### config.mk
export PLATFORM = sky130hd
export DESIGN_NAME = snake_top
export DESIGN_NICKNAME = d
export VERILOG_FILES = /design/src/hdl/snake_pkg.sv /design/src/hdl/ps2_rx.sv /design/src/hdl/key_decode.sv /design/src/hdl/snake_engine.sv /design/src/hdl/score_keeper.sv /design/src/hdl/snake_top.sv
export SDC_FILE = /design/constraint.sdc
export NUM_CORES = 1
export LEC_CHECK = 0
export BUFFER_PORTS_ARGS = -buffer_cell sky130_fd_sc_hd__buf_2
export CAP_MARGIN = 30
export CORE_ASPECT_RATIO = 1.5
export CORE_MARGIN = 10
export CORE_UTILIZATION = 45
export DETAILED_ROUTE_END_ITERATION = 12
export SLEW_MARGIN = 30
export SYNTH_ARGS = -nofsm -noshare
export SYNTH_HDL_FRONTEND = slang
export SYNTH_SLANG_ARGS = --single-unit
### constraint.sdc
create_clock -name clk -period 17.1 [get_ports clk]
set_clock_uncertainty 0.15 [all_clocks]
set_input_delay 1.71 -clock clk [delete_from_list [all_inputs] [get_ports clk]]
set_output_delay 1.71 -clock clk [all_outputs]
set_load 0.01 [all_outputs]
### src/hdl/snake_pkg.sv
`default_nettype none

package snake_pkg;

	////////////////////////////// grid and play
	localparam int GRID_W = 32;                    // columns, border included
	localparam int GRID_H = 24;                    // rows, border included

	typedef logic [4:0] coord_x_t;                 // column number
	typedef logic [4:0] coord_y_t;                 // row number

	localparam int MAX_LEN = 16;                   // body array depth
	typedef logic [4:0] len_t;                     // holds 0..MAX_LEN

	localparam len_t     START_LEN = 5'd3;         // length after restart
	localparam coord_x_t START_X   = 5'd8;         // head column after restart
	localparam coord_y_t START_Y   = 5'd8;         // head row after restart

	localparam coord_x_t APPLE_X0     = 5'd20;     // first apple
	localparam coord_y_t APPLE_Y0     = 5'd8;
	localparam int       APPLE_STEP_X = 7;         // placement stride in x
	localparam int       APPLE_STEP_Y = 5;         // placement stride in y

	typedef logic [7:0] score_t;

	////////////////////////////// timing
	localparam int MOVE_PERIOD = 64;               // clk cycles per move tick
	localparam int PS2_FILTER  = 8;                // ps2 clock filter samples

	////////////////////////////// directions and scan codes
	typedef enum logic [1:0]
	{
		DIR_RIGHT = 2'd0,
		DIR_UP    = 2'd1,
		DIR_LEFT  = 2'd2,
		DIR_DOWN  = 2'd3                           // opposite is always dir ^ 2
	} dir_t;

	localparam logic [7:0] KEY_UP    = 8'h75;
	localparam logic [7:0] KEY_LEFT  = 8'h6B;
	localparam logic [7:0] KEY_DOWN  = 8'h72;
	localparam logic [7:0] KEY_RIGHT = 8'h74;
	localparam logic [7:0] KEY_SPACE = 8'h29;
	localparam logic [7:0] KEY_BREAK = 8'hF0;      // release prefix
	localparam logic [7:0] KEY_EXT   = 8'hE0;      // extended key prefix

endpackage

`default_nettype wire

### src/hdl/ps2_rx.sv
`timescale 1ns/1ps
`default_nettype none

module ps2_rx import snake_pkg::*;
(
	input  logic       clk,
	input  logic       reset,
	input  logic       ps2c,                      // keyboard clock, raw
	input  logic       ps2d,                      // keyboard data, raw
	output logic [7:0] rx_data,                   // valid with rx_valid
	output logic       rx_valid                   // one cycle per frame
);

	typedef enum logic {ST_IDLE, ST_RX} state_t;

	state_t                  state;
	logic [PS2_FILTER-1:0]   filter_reg;          // ps2c history
	logic                    f_val;               // filtered ps2c
	logic                    f_val_next;
	logic                    neg_edge;
	logic [3:0]              bit_cnt;             // bits left in frame
	logic [9:0]              shreg;               // data, parity, stop

	////////////////////////////// clock filter
	// the level only changes once every sample in the window agrees
	always_comb
	begin
		if (&filter_reg)
			f_val_next = 1'b1;
		else if (~|filter_reg)
			f_val_next = 1'b0;
		else
			f_val_next = f_val;                   // mixed, hold
	end

	assign neg_edge = f_val & ~f_val_next;        // filtered high to low

	always_ff @(posedge clk or posedge reset)
	begin
		if (reset)
		begin
			filter_reg <= '1;                     // bus idles high
			f_val      <= 1'b1;
		end
		else
		begin
			filter_reg <= {ps2c, filter_reg[PS2_FILTER-1:1]};
			f_val      <= f_val_next;
		end
	end

	////////////////////////////// frame FSM
	always_ff @(posedge clk or posedge reset)
	begin
		if (reset)
		begin
			state    <= ST_IDLE;
			bit_cnt  <= 4'd0;
			rx_valid <= 1'b0;
		end
		else
		begin
			rx_valid <= 1'b0;                     // pulse by default
			case (state)
				ST_IDLE:
				begin
					if (neg_edge)                 // start bit edge
					begin
						bit_cnt <= 4'd10;         // 8 data + parity + stop
						state   <= ST_RX;
					end
				end
				ST_RX:
				begin
					if (neg_edge)
						bit_cnt <= bit_cnt - 4'd1;
					if (bit_cnt == 4'd0)          // whole frame in
					begin
						rx_valid <= 1'b1;
						state    <= ST_IDLE;
					end
				end
				default: state <= ST_IDLE;
			endcase
		end
	end

	// lsb first, so the first data bit ends in bit 0 after ten shifts
	always_ff @(posedge clk)
	begin
		if (state == ST_RX && neg_edge)
			shreg <= {ps2d, shreg[9:1]};
	end

	assign rx_data = shreg[7:0];                  // parity and stop dropped

endmodule

`default_nettype wire

### src/hdl/key_decode.sv
`timescale 1ns/1ps
`default_nettype none

module key_decode import snake_pkg::*;
(
	input  logic       clk,
	input  logic       reset,
	input  logic [7:0] rx_data,
	input  logic       rx_valid,
	output dir_t       dir,                       // pending move direction
	output logic       restart                    // one cycle on space press
);

	logic break_pend;                             // F0 seen, drop next byte
	logic is_arrow;
	dir_t key_dir;

	// arrow scan code to direction
	always_comb
	begin
		is_arrow = 1'b1;
		key_dir  = DIR_RIGHT;
		case (rx_data)
			KEY_UP:    key_dir = DIR_UP;
			KEY_LEFT:  key_dir = DIR_LEFT;
			KEY_DOWN:  key_dir = DIR_DOWN;
			KEY_RIGHT: key_dir = DIR_RIGHT;
			default:   is_arrow = 1'b0;
		endcase
	end

	always_ff @(posedge clk or posedge reset)
	begin
		if (reset)
		begin
			break_pend <= 1'b0;
			dir        <= DIR_RIGHT;
			restart    <= 1'b0;
		end
		else
		begin
			restart <= 1'b0;
			if (rx_valid)
			begin
				if (rx_data == KEY_EXT)
					break_pend <= break_pend;     // prefix only, skip
				else if (rx_data == KEY_BREAK)
					break_pend <= 1'b1;
				else if (break_pend)
					break_pend <= 1'b0;           // release code, discard
				else if (rx_data == KEY_SPACE)
				begin
					restart <= 1'b1;
					dir     <= DIR_RIGHT;         // new game heads right
				end
				else if (is_arrow && key_dir != dir_t'(dir ^ 2'd2))
					dir <= key_dir;               // no reversal onto body
			end
		end
	end

endmodule

`default_nettype wire

### src/hdl/snake_engine.sv
`timescale 1ns/1ps
`default_nettype none

module snake_engine import snake_pkg::*;
(
	input  logic     clk,
	input  logic     reset,
	input  dir_t     dir,
	input  logic     restart,
	output coord_x_t head_x,
	output coord_y_t head_y,
	output logic     apple_eaten,                 // one cycle per apple
	output logic     game_over                    // level until restart
);

	logic [$clog2(MOVE_PERIOD)-1:0] move_cnt;
	logic     tick;
	coord_x_t body_x [MAX_LEN];                   // index 0 is the head
	coord_y_t body_y [MAX_LEN];
	len_t     len;
	coord_x_t apple_x;
	coord_y_t apple_y;
	coord_x_t next_x;
	coord_y_t next_y;
	logic     hit_border;
	logic     hit_body;
	logic     eat;

	// start layout, a horizontal line trailing left of the head
	function automatic coord_x_t init_x(int idx);
		int k;
		k = (idx < START_LEN) ? idx : START_LEN - 1;
		return coord_x_t'(START_X - k);
	endfunction

	////////////////////////////// move timer
	assign tick = (int'(move_cnt) == MOVE_PERIOD - 1);

	always_ff @(posedge clk or posedge reset)
	begin
		if (reset)
			move_cnt <= '0;
		else if (restart || tick)
			move_cnt <= '0;                       // restart realigns ticks
		else
			move_cnt <= move_cnt + 1'b1;
	end

	////////////////////////////// next head and hits
	always_comb
	begin
		next_x = body_x[0];
		next_y = body_y[0];
		case (dir)
			DIR_RIGHT: next_x = body_x[0] + 5'd1;
			DIR_UP:    next_y = body_y[0] - 5'd1; // row 0 at top
			DIR_LEFT:  next_x = body_x[0] - 5'd1;
			DIR_DOWN:  next_y = body_y[0] + 5'd1;
			default:   next_x = body_x[0];
		endcase
	end

	assign hit_border = (next_x == 5'd0) || (int'(next_x) == GRID_W - 1) ||
		(next_y == 5'd0) || (int'(next_y) == GRID_H - 1);

	// the tail segment moves away this tick, so it is not compared
	always_comb
	begin
		hit_body = 1'b0;
		for (int i = 0; i < MAX_LEN; i++)
		begin
			if (i < int'(len) - 1 && body_x[i] == next_x && body_y[i] == next_y)
				hit_body = 1'b1;
		end
	end

	assign eat = (next_x == apple_x) && (next_y == apple_y);

	////////////////////////////// game state
	always_ff @(posedge clk or posedge reset)
	begin
		if (reset)
		begin
			for (int i = 0; i < MAX_LEN; i++)
			begin
				body_x[i] <= init_x(i);
				body_y[i] <= START_Y;
			end
			len         <= START_LEN;
			apple_x     <= APPLE_X0;
			apple_y     <= APPLE_Y0;
			apple_eaten <= 1'b0;
			game_over   <= 1'b0;
		end
		else if (restart)
		begin
			for (int i = 0; i < MAX_LEN; i++)
			begin
				body_x[i] <= init_x(i);
				body_y[i] <= START_Y;
			end
			len         <= START_LEN;
			apple_x     <= APPLE_X0;
			apple_y     <= APPLE_Y0;
			apple_eaten <= 1'b0;
			game_over   <= 1'b0;
		end
		else
		begin
			apple_eaten <= 1'b0;
			if (tick && !game_over)
			begin
				if (hit_border || hit_body)
					game_over <= 1'b1;            // freeze where we are
				else
				begin
					for (int i = MAX_LEN - 1; i > 0; i--)
					begin
						body_x[i] <= body_x[i-1];
						body_y[i] <= body_y[i-1];
					end
					body_x[0] <= next_x;
					body_y[0] <= next_y;
					if (eat)
					begin
						apple_eaten <= 1'b1;
						if (int'(len) < MAX_LEN)
							len <= len + 5'd1;
						// stride inside the playfield, 1 .. size-2
						apple_x <= coord_x_t'((int'(apple_x) - 1 + APPLE_STEP_X) %
							(GRID_W - 2) + 1);
						apple_y <= coord_y_t'((int'(apple_y) - 1 + APPLE_STEP_Y) %
							(GRID_H - 2) + 1);
					end
				end
			end
		end
	end

	assign head_x = body_x[0];
	assign head_y = body_y[0];

endmodule

`default_nettype wire

### src/hdl/score_keeper.sv
`timescale 1ns/1ps
`default_nettype none

module score_keeper import snake_pkg::*;
(
	input  logic   clk,
	input  logic   reset,
	input  logic   restart,
	input  logic   apple_eaten,
	input  logic   game_over,
	output score_t score,                         // apples this game
	output score_t best_score                     // kept across restarts
);

	logic game_over_q;                            // for edge detect

	always_ff @(posedge clk or posedge reset)
	begin
		if (reset)
		begin
			score       <= '0;
			best_score  <= '0;
			game_over_q <= 1'b0;
		end
		else
		begin
			game_over_q <= game_over;
			if (restart)
				score <= '0;
			else if (apple_eaten)
				score <= score + 8'd1;
			if (game_over && !game_over_q && score > best_score)
				best_score <= score;              // game just ended
		end
	end

endmodule

`default_nettype wire

### src/hdl/snake_top.sv
`timescale 1ns/1ps
`default_nettype none

module snake_top import snake_pkg::*;
(
	input  logic     clk,
	input  logic     reset,
	input  logic     ps2c,                        // keyboard clock line
	input  logic     ps2d,                        // keyboard data line
	output coord_x_t head_x,
	output coord_y_t head_y,
	output dir_t     dir,
	output logic     game_over,
	output score_t   score,
	output score_t   best_score
);

	logic [7:0] rx_data;
	logic       rx_valid;
	logic       restart;
	logic       apple_eaten;

	////////////////////////////// keyboard path
	ps2_rx i_ps2_rx
	(
		.clk      (clk),
		.reset    (reset),
		.ps2c     (ps2c),
		.ps2d     (ps2d),
		.rx_data  (rx_data),
		.rx_valid (rx_valid)
	);

	key_decode i_key_decode
	(
		.clk      (clk),
		.reset    (reset),
		.rx_data  (rx_data),
		.rx_valid (rx_valid),
		.dir      (dir),
		.restart  (restart)
	);

	////////////////////////////// game core
	snake_engine i_snake_engine
	(
		.clk         (clk),
		.reset       (reset),
		.dir         (dir),
		.restart     (restart),
		.head_x      (head_x),
		.head_y      (head_y),
		.apple_eaten (apple_eaten),
		.game_over   (game_over)
	);

	score_keeper i_score_keeper
	(
		.clk         (clk),
		.reset       (reset),
		.restart     (restart),               // clears score, keeps best
		.apple_eaten (apple_eaten),
		.game_over   (game_over),
		.score       (score),
		.best_score  (best_score)
	);

endmodule

`default_nettype wire

## After elaboration in Yosys (flattened, before gate mapping)

Index checks and enable logic that the tools add are counted.

| storage, ports and cells | value |
|---|---|
| flip-flop bits (word level) | 229 |
| bits in latches | 0 |
| memory bits (writable) | 0 |
| memory bits (read-only) | 0 |
| bits of input ports | 4 |
| output and inout port bits | 29 |
| logic and storage cells | 275 |
| memories kept | 0 |

| cells by class | value |
|---|---|
| add/sub/neg operators | 15 |
| $mul | 0 |
| div/mod/pow operators | 2 |
| order comparisons | 18 |
| eq/ne operators | 51 |
| shift-type cells | 0 |
| mux-type cells | 67 |
| bitwise logic cells | 7 |
| reduce and logical (&&, ||, !) cells | 65 |

Operators by type and width:

| kind | number |
|---|---|
| 80-bit two-way mux | 6 |
| 5-bit by 32-bit < comparator with 1-bit output, first input constant | 8 |
| 5-bit equality test | 34 |
| 4-bit by 32-bit < comparator with 1-bit output, first input constant | 4 |
| 5-bit two-way mux | 13 |
| 32-bit by 4-bit adder with 32-bit output, second input constant | 2 |
| 3-bit by 32-bit < comparator with 1-bit output, first input constant | 2 |
| 32-bit by 6-bit modulo with 32-bit output, second input constant | 2 |
| 1-bit logical AND | 38 |
| 1-bit two-way mux | 36 |
| 8-bit by 7-bit equality test with 1-bit output, second input constant | 4 |
| 1-bit by 32-bit < comparator with 1-bit output, first input constant | 1 |
| 2-bit by 32-bit < comparator with 1-bit output, first input constant | 1 |
| 5-bit one-hot mux with 2 select lines | 2 |
| 5-bit by 1-bit subtractor with 6-bit output, second input constant | 3 |
| 8-bit equality test, second input constant | 2 |
| 8-bit two-way mux | 2 |
| 5-bit by 1-bit adder with 5-bit output, second input constant | 3 |
| 2-bit nonzero test | 6 |
| 5-bit by 2-bit adder with 5-bit output, second input constant | 2 |
| 5-bit logical NOT | 2 |
| 5-bit by 1-bit subtractor with 5-bit output, second input constant | 2 |
| 8-bit by 1-bit adder with 8-bit output, second input constant | 1 |
| 8-bit by 6-bit equality test with 1-bit output, second input constant | 1 |
| 31 further kinds | 48 |

## Depth between registers and ports, before layout

| depth | value |
|---|---|
| depth in word-level cells | 25 |
| depth in mapped cells | 84 |

## Modules after synthesis

From an unflattened synthesis, not the netlist that was laid out.

| second synthesis, totals | value |
|---|---|
| cells, all modules | 1,678 |
| area total of the unflattened synthesis | 14,730.4 µm² |

By module, submodules not included:

| module | times used | cells an instance | area an instance (µm²) | sequential area each (µm²) |
|---|---|---|---|---|
| snake_engine | 1 | 1,497 | 12,525.8 | 4,645.7 |
| ps2_rx | 1 | 61 | 962.2 | 686.9 |
| score_keeper | 1 | 83 | 909.6 | 425.4 |
| key_decode | 1 | 37 | 332.8 | 100.1 |

## Least setup slack after synthesis

Ideal clock, no wire load.

| timing path | value |
|---|---|
| path type | register to register |
| start | register i_snake_engine.apple_y[2] |
| end | register i_snake_engine.apple_y[4] |
| library setup time | 119 ps |
| data arrival time | 16,494 ps |
| slack | 337 ps |
| stages on the path, launching flop included | 79 |
| clock period less this slack | 16,763 ps |
| path through | dfrtp_1 clkbuf_1 inv_1 ha_1 a21boi_1 nor2_1 nor3b_1 o21ai_0 ha_1 buf_2 nand4_1 or4b_1 buf_2 nor3_1 ha_1 buf_2 o21ai_0 nand2_1 [43 not listed] or4_1 buf_2 o311a_1 a221o_1 a21o_1 xnor2_2 a221o_1 mux2_2 a21oi_2 xor2_1 ha_1 nor2b_1 nand4_1 o211ai_1 a31oi_1 xnor2_1 xnor2_1 o21a_1 |

| between the ends | value |
|---|---|
| longest elaborated chain between the ends | 8 |

RTL lines:

| element | line | source |
|---|---|---|
| from (decl) | snake_engine.sv:22 | `coord_y_t apple_y;` |
| from (signal assigned) | snake_engine.sv:132 | `apple_y <= coord_y_t'((int'(apple_y) - 1 + APPLE_STEP_Y) %` |
| 5-bit by 1-bit subtractor with 6-bit output | snake_engine.sv:132 |  |
| 32-bit by 4-bit adder with 32-bit output | snake_engine.sv:132 |  |
| 32-bit by 6-bit modulo with 32-bit output | snake_engine.sv:132 |  |
| 5-bit by 2-bit adder with 5-bit output | snake_engine.sv:133 | `(GRID_H - 2) + 1);` |
| 5-bit two-way mux | snake_engine.sv:124 | `if (eat)` |
| 5-bit two-way mux | snake_engine.sv:113 | `if (hit_border \|\| hit_body)` |
| 5-bit two-way mux | snake_engine.sv:111 | `if (tick && !game_over)` |
| 5-bit two-way mux | snake_engine.sv:95 | `else if (restart)` |

Parallel ways exist; a longest one is shown, timed or not. The select of a mux whose other input is x is not followed.
A chain may end at the register's enable or synchronous reset.

## Worst setup path after layout

| timing path | value |
|---|---|
| start | register i_snake_engine.apple_y[3] |
| end | register i_snake_engine.apple_y[4] |

The elaborated chain is that of the path after synthesis.

==> results.txt <==
----------------------------------------------------
[Critical path]
  Register-to-register setup slack ... between 0.2 and 0.3 ns
  Maximum fanout count along the critical path ... 7
  Critical path depth in cells ... 77
  Critical Path End Type ... flop
  Worst path required time ... between 15 and 20 ns
  Most common cell type on the critical path ... buf_4
  CP arrival ... 17.09 ns
  CP bufs+invs ... 12
  Slowest CP cell ... or4b_4
  Critical Setup Path Class ... flop to flop
  Largest delay contributor family on the critical path ... compound AO/OA/AOI/OAI gates
  Reg-to-reg critical path endpoint ... i_snake_engine.apple_y[4]$_DFFE_PP0P_
  Startpoint of the worst register-to-register path ... i_snake_engine.apple_y[3]$_DFFE_PP1P_
  Critical Path End ... i_snake_engine.apple_y[4]$_DFFE_PP0P_
  Beginning of the critical path ... i_snake_engine.apple_y[3]$_DFFE_PP1P_
  Delay contributed by the slowest stage of the critical path ... about 0.57 ns
  Length in cells of the worst reg-to-reg path ... 77
  Startpoint types ... flop

[Drt]
  Met1 layer wirelength in the final routing ... 28.8 mm
  Total wire length after detailed routing ... ~73 mm
  Routed via count ... roughly 24k
  WL per Instance ... between 15 and 20 µm
  Routed length on met2 ... 40.1 mm
  Number of DRC markers in iteration 0 ... ~1.3k
  Drt pass-1 iters ... 5
  Post-detailed-route via-to-cell ratio ... roughly 6.1
  Routed length on met3 ... approximately 1.5 mm
  Antenna-violating nets left ... 0
  Post-detailed-route DRC marker count ... 0
  Top Metal Used ... met4

[Cells and area]
  Post-route core utilization ... between 50 and 60%
  Fill count ... around 4.8k
  Number of inserted diodes ... 0
  Sequential cell area ... 5860 µm²
  Top flop regs ... i_snake_engine.body_x x75, i_snake_engine.body_y x75, i_ps2_rx.shreg x10
  Number of nets in the layout ... 3,243
  Fraction of layout cells with a size suffix above 1 ... between 20% and 30%
  Area grow syn2layout ... 23.6%
  Area of combinational cells with multiple inputs ... approximately 19,000 µm²

[Timing]
  Highest clock rate ... roughly 59 MHz
  Final setup margin ... about 0.26 ns
  Setup repair after global routing missed its margin ... yes
  Final Hold Violating Endpoints ... 0
  Worst rel slew slack ... about 16%
  Slew of the pin with the lowest slew margin ... ~1.3 ns
  Final worst path period need ... between 15 and 20 ns
  Share of the clock period used by the worst path ... between 90% and 100%
  Pins Over Slew Limit ... 0
  Final setup fails ... 0

[Synthesis]
  Syn Inst Count ... 2,925
  Mean area per synthesized cell ... 8.18 µm²
  Sequential area share after synthesis ... roughly a quarter
  Most instantiated flip-flop cell in the synthesis netlist ... dfrtp_1
  Number of register bits inferred by synthesis ... about 230
  Post-Syn Area ... approximately 24,000 µm²
  Net count after synthesis ... around 3k
  Count of distinct cell types in the synthesized netlist ... roughly 140
  EDFF count, synth ... 10
  Synth warnings ... 0
  FFs w/ async S/R, synth ... a little over nine tenths

[Place]
  Port Buffers ... 32
  HPWL reported at the end of detailed placement ... between 50 and 60 mm
  GPL Wtd Cong ... 0.940
  Worst-case setup slack after placement ... -0.325 ns

[GRT]
  Vias in the first global route ... between 20k and 25k
  Global-route total usage across every layer ... 21.1%
  Wire length of the first global-routing pass ... 115 mm
  Total congestion overflow ... 0
  Maximum number of pins on one net before global-route repair ... 85
  Initial antenna violation count ... 0

[CTS]
  Count of H-tree levels built during CTS ... 1
  Clk buf depth ... 3
  Num Clock Sinks ... about 230
  Clock latency on the worst-skew pair ... roughly 0.53 ns
  Clock tree from TritonCTS ... yes
  CTS Root Cell ... clkbuf_16
  TritonCTS Buffers ... 21
  Clock-pin slew of the registers on the worst-case setup and hold paths ... about 0.070 ns

[Die]
  Count of boundary I/O pins ... 33
  Initial Utilization ... between 40% and 50%
  Overall die area ... between 60,000 and 70,000 µm²
  Floorplan row count ... approximately 100
  Floorplan die width ... approximately 210 µm
  CORE AREA ... ~53,000 µm²
  Die boundary height ... about 300 µm

[Min path]
  Worst hold path type ... flop to flop
  Worst Hold Depth ... 0
  Launch instance of the worst min-delay path ... i_ps2_rx.filter_reg[5]$_DFF_PP1_

[Job]
  Maximum capacitance violations ... 0

[Status]
  Run status ... finished clean

----------------------------------------------------
layout make-up:
| cell class | instances | share of cell area [%] |
|---|---|---|
| multi-input combinational | 2464 | 63.6 |
| sequential | 229 | 19.8 |
| inverter | 53 | 0.698 |
| clock inverter | 11 | 0.389 |
| tap | 682 | 2.89 |
| clock buffer | 27 | 2.06 |
| timing repair buffer | 410 | 10.5 |
how the worst min path moves through the flow:
stage | end | slack, ns
6_report | i_ps2_rx.filter_reg[4]$_DFF_PP1_ | 0.22
5_1_grt | i_ps2_rx.filter_reg[4]$_DFF_PP1_ | 0.22
4_1_cts | i_ps2_rx.filter_reg[4]$_DFF_PP1_ | 0.22
3_5_place_dp | i_ps2_rx.filter_reg[4]$_DFF_PP1_ | 0.21
3_3_place_gp | i_ps2_rx.filter_reg[4]$_DFF_PP1_ | 0.21
2_1_floorplan | i_ps2_rx.filter_reg[4]$_DFF_PP1_ | 0.20
repair_timing:
action                                  in CTS  in global routing
pin swaps                                    1                126
gates resized for setup                     29                348
endpoints found under the setup margin       7                  8
hold buffers                                 0                  0
cloned                                       0                  1
setup buffers                                1                 89
cells in the final DEF (no fill, tap or decap), types with 40 or more instances in the layout:
master and n:
a211o_1 45, and3_1 46, buf_4 354, xor2_1 125, nand3_1 88, nor2_1 300
nor3_1 78, dfrtp_1 156, mux2i_1 146, o21ai_0 101, nand4_1 45, dfstp_2 62
a211oi_1 40, xnor2_1 167, a21oi_1 129, nand2_1 206, inv_1 45, ha_1 46
per-layer routing:
layer	vias to the layer above	track usage [%]
met1	11600	23.0
met2	491	41.7
li1	11500	-
met3	166	1.21
met4	0	7.66
met5	-	0
metrics by stage:
step                hold slack, ns  setup TNS (ns)  std cells  area [µm²]
finish                       0.217               0       3876       29600
global route                 0.223           -1.25       3876       29600
CTS                          0.219         -0.0519       3787       27200
detailed placement           0.211           -1.11       3748       26400
global placement             0.209          -0.227       3748       26300
floorplan                    0.204               0       2925       23900
cells by family (layout without fill, tap and decap cells):
| group | after synthesis | in the layout | synth area share (%) |
|---|---|---|---|
| simple gates | 1060 | 1060 | 22.4 |
| compound gates | 853 | 853 | 26.3 |
| xor+xnor | 305 | 305 | 11.3 |
| buf+inv | 232 | 501 | 4.41 |
| flops | 229 | 229 | 24.5 |
| mux | 182 | 182 | 7.83 |
| fa+ha+maj | 64 | 64 | 3.37 |
synth_stat cells, drive strengths merged (32+ instances only):
master	instances	share of area, %
nor2	317	5.0
nand2	221	3.5
nand4	45	1.2
dfrtp	157	16
a21o	35	1.1
xnor2	173	6.4
inv	51	0.80
o21ai	159	3.5
nor4	35	1.1
a31oi	50	1.4
and3	53	1.4
or3	32	0.92
nor3	104	2.3
clkbuf	94	1.5
a21oi	149	3.2
a211o	47	1.7
mux2i	160	6.8
ha	58	3.0
nand3	97	2.1
xor2	131	4.8
a211oi	57	2.0
buf	85	2.1
dfstp	62	6.8
Power is left out: the tool's default activity adds up to more than one toggle a clock period on the data nets, which glitch-free logic cannot reach.
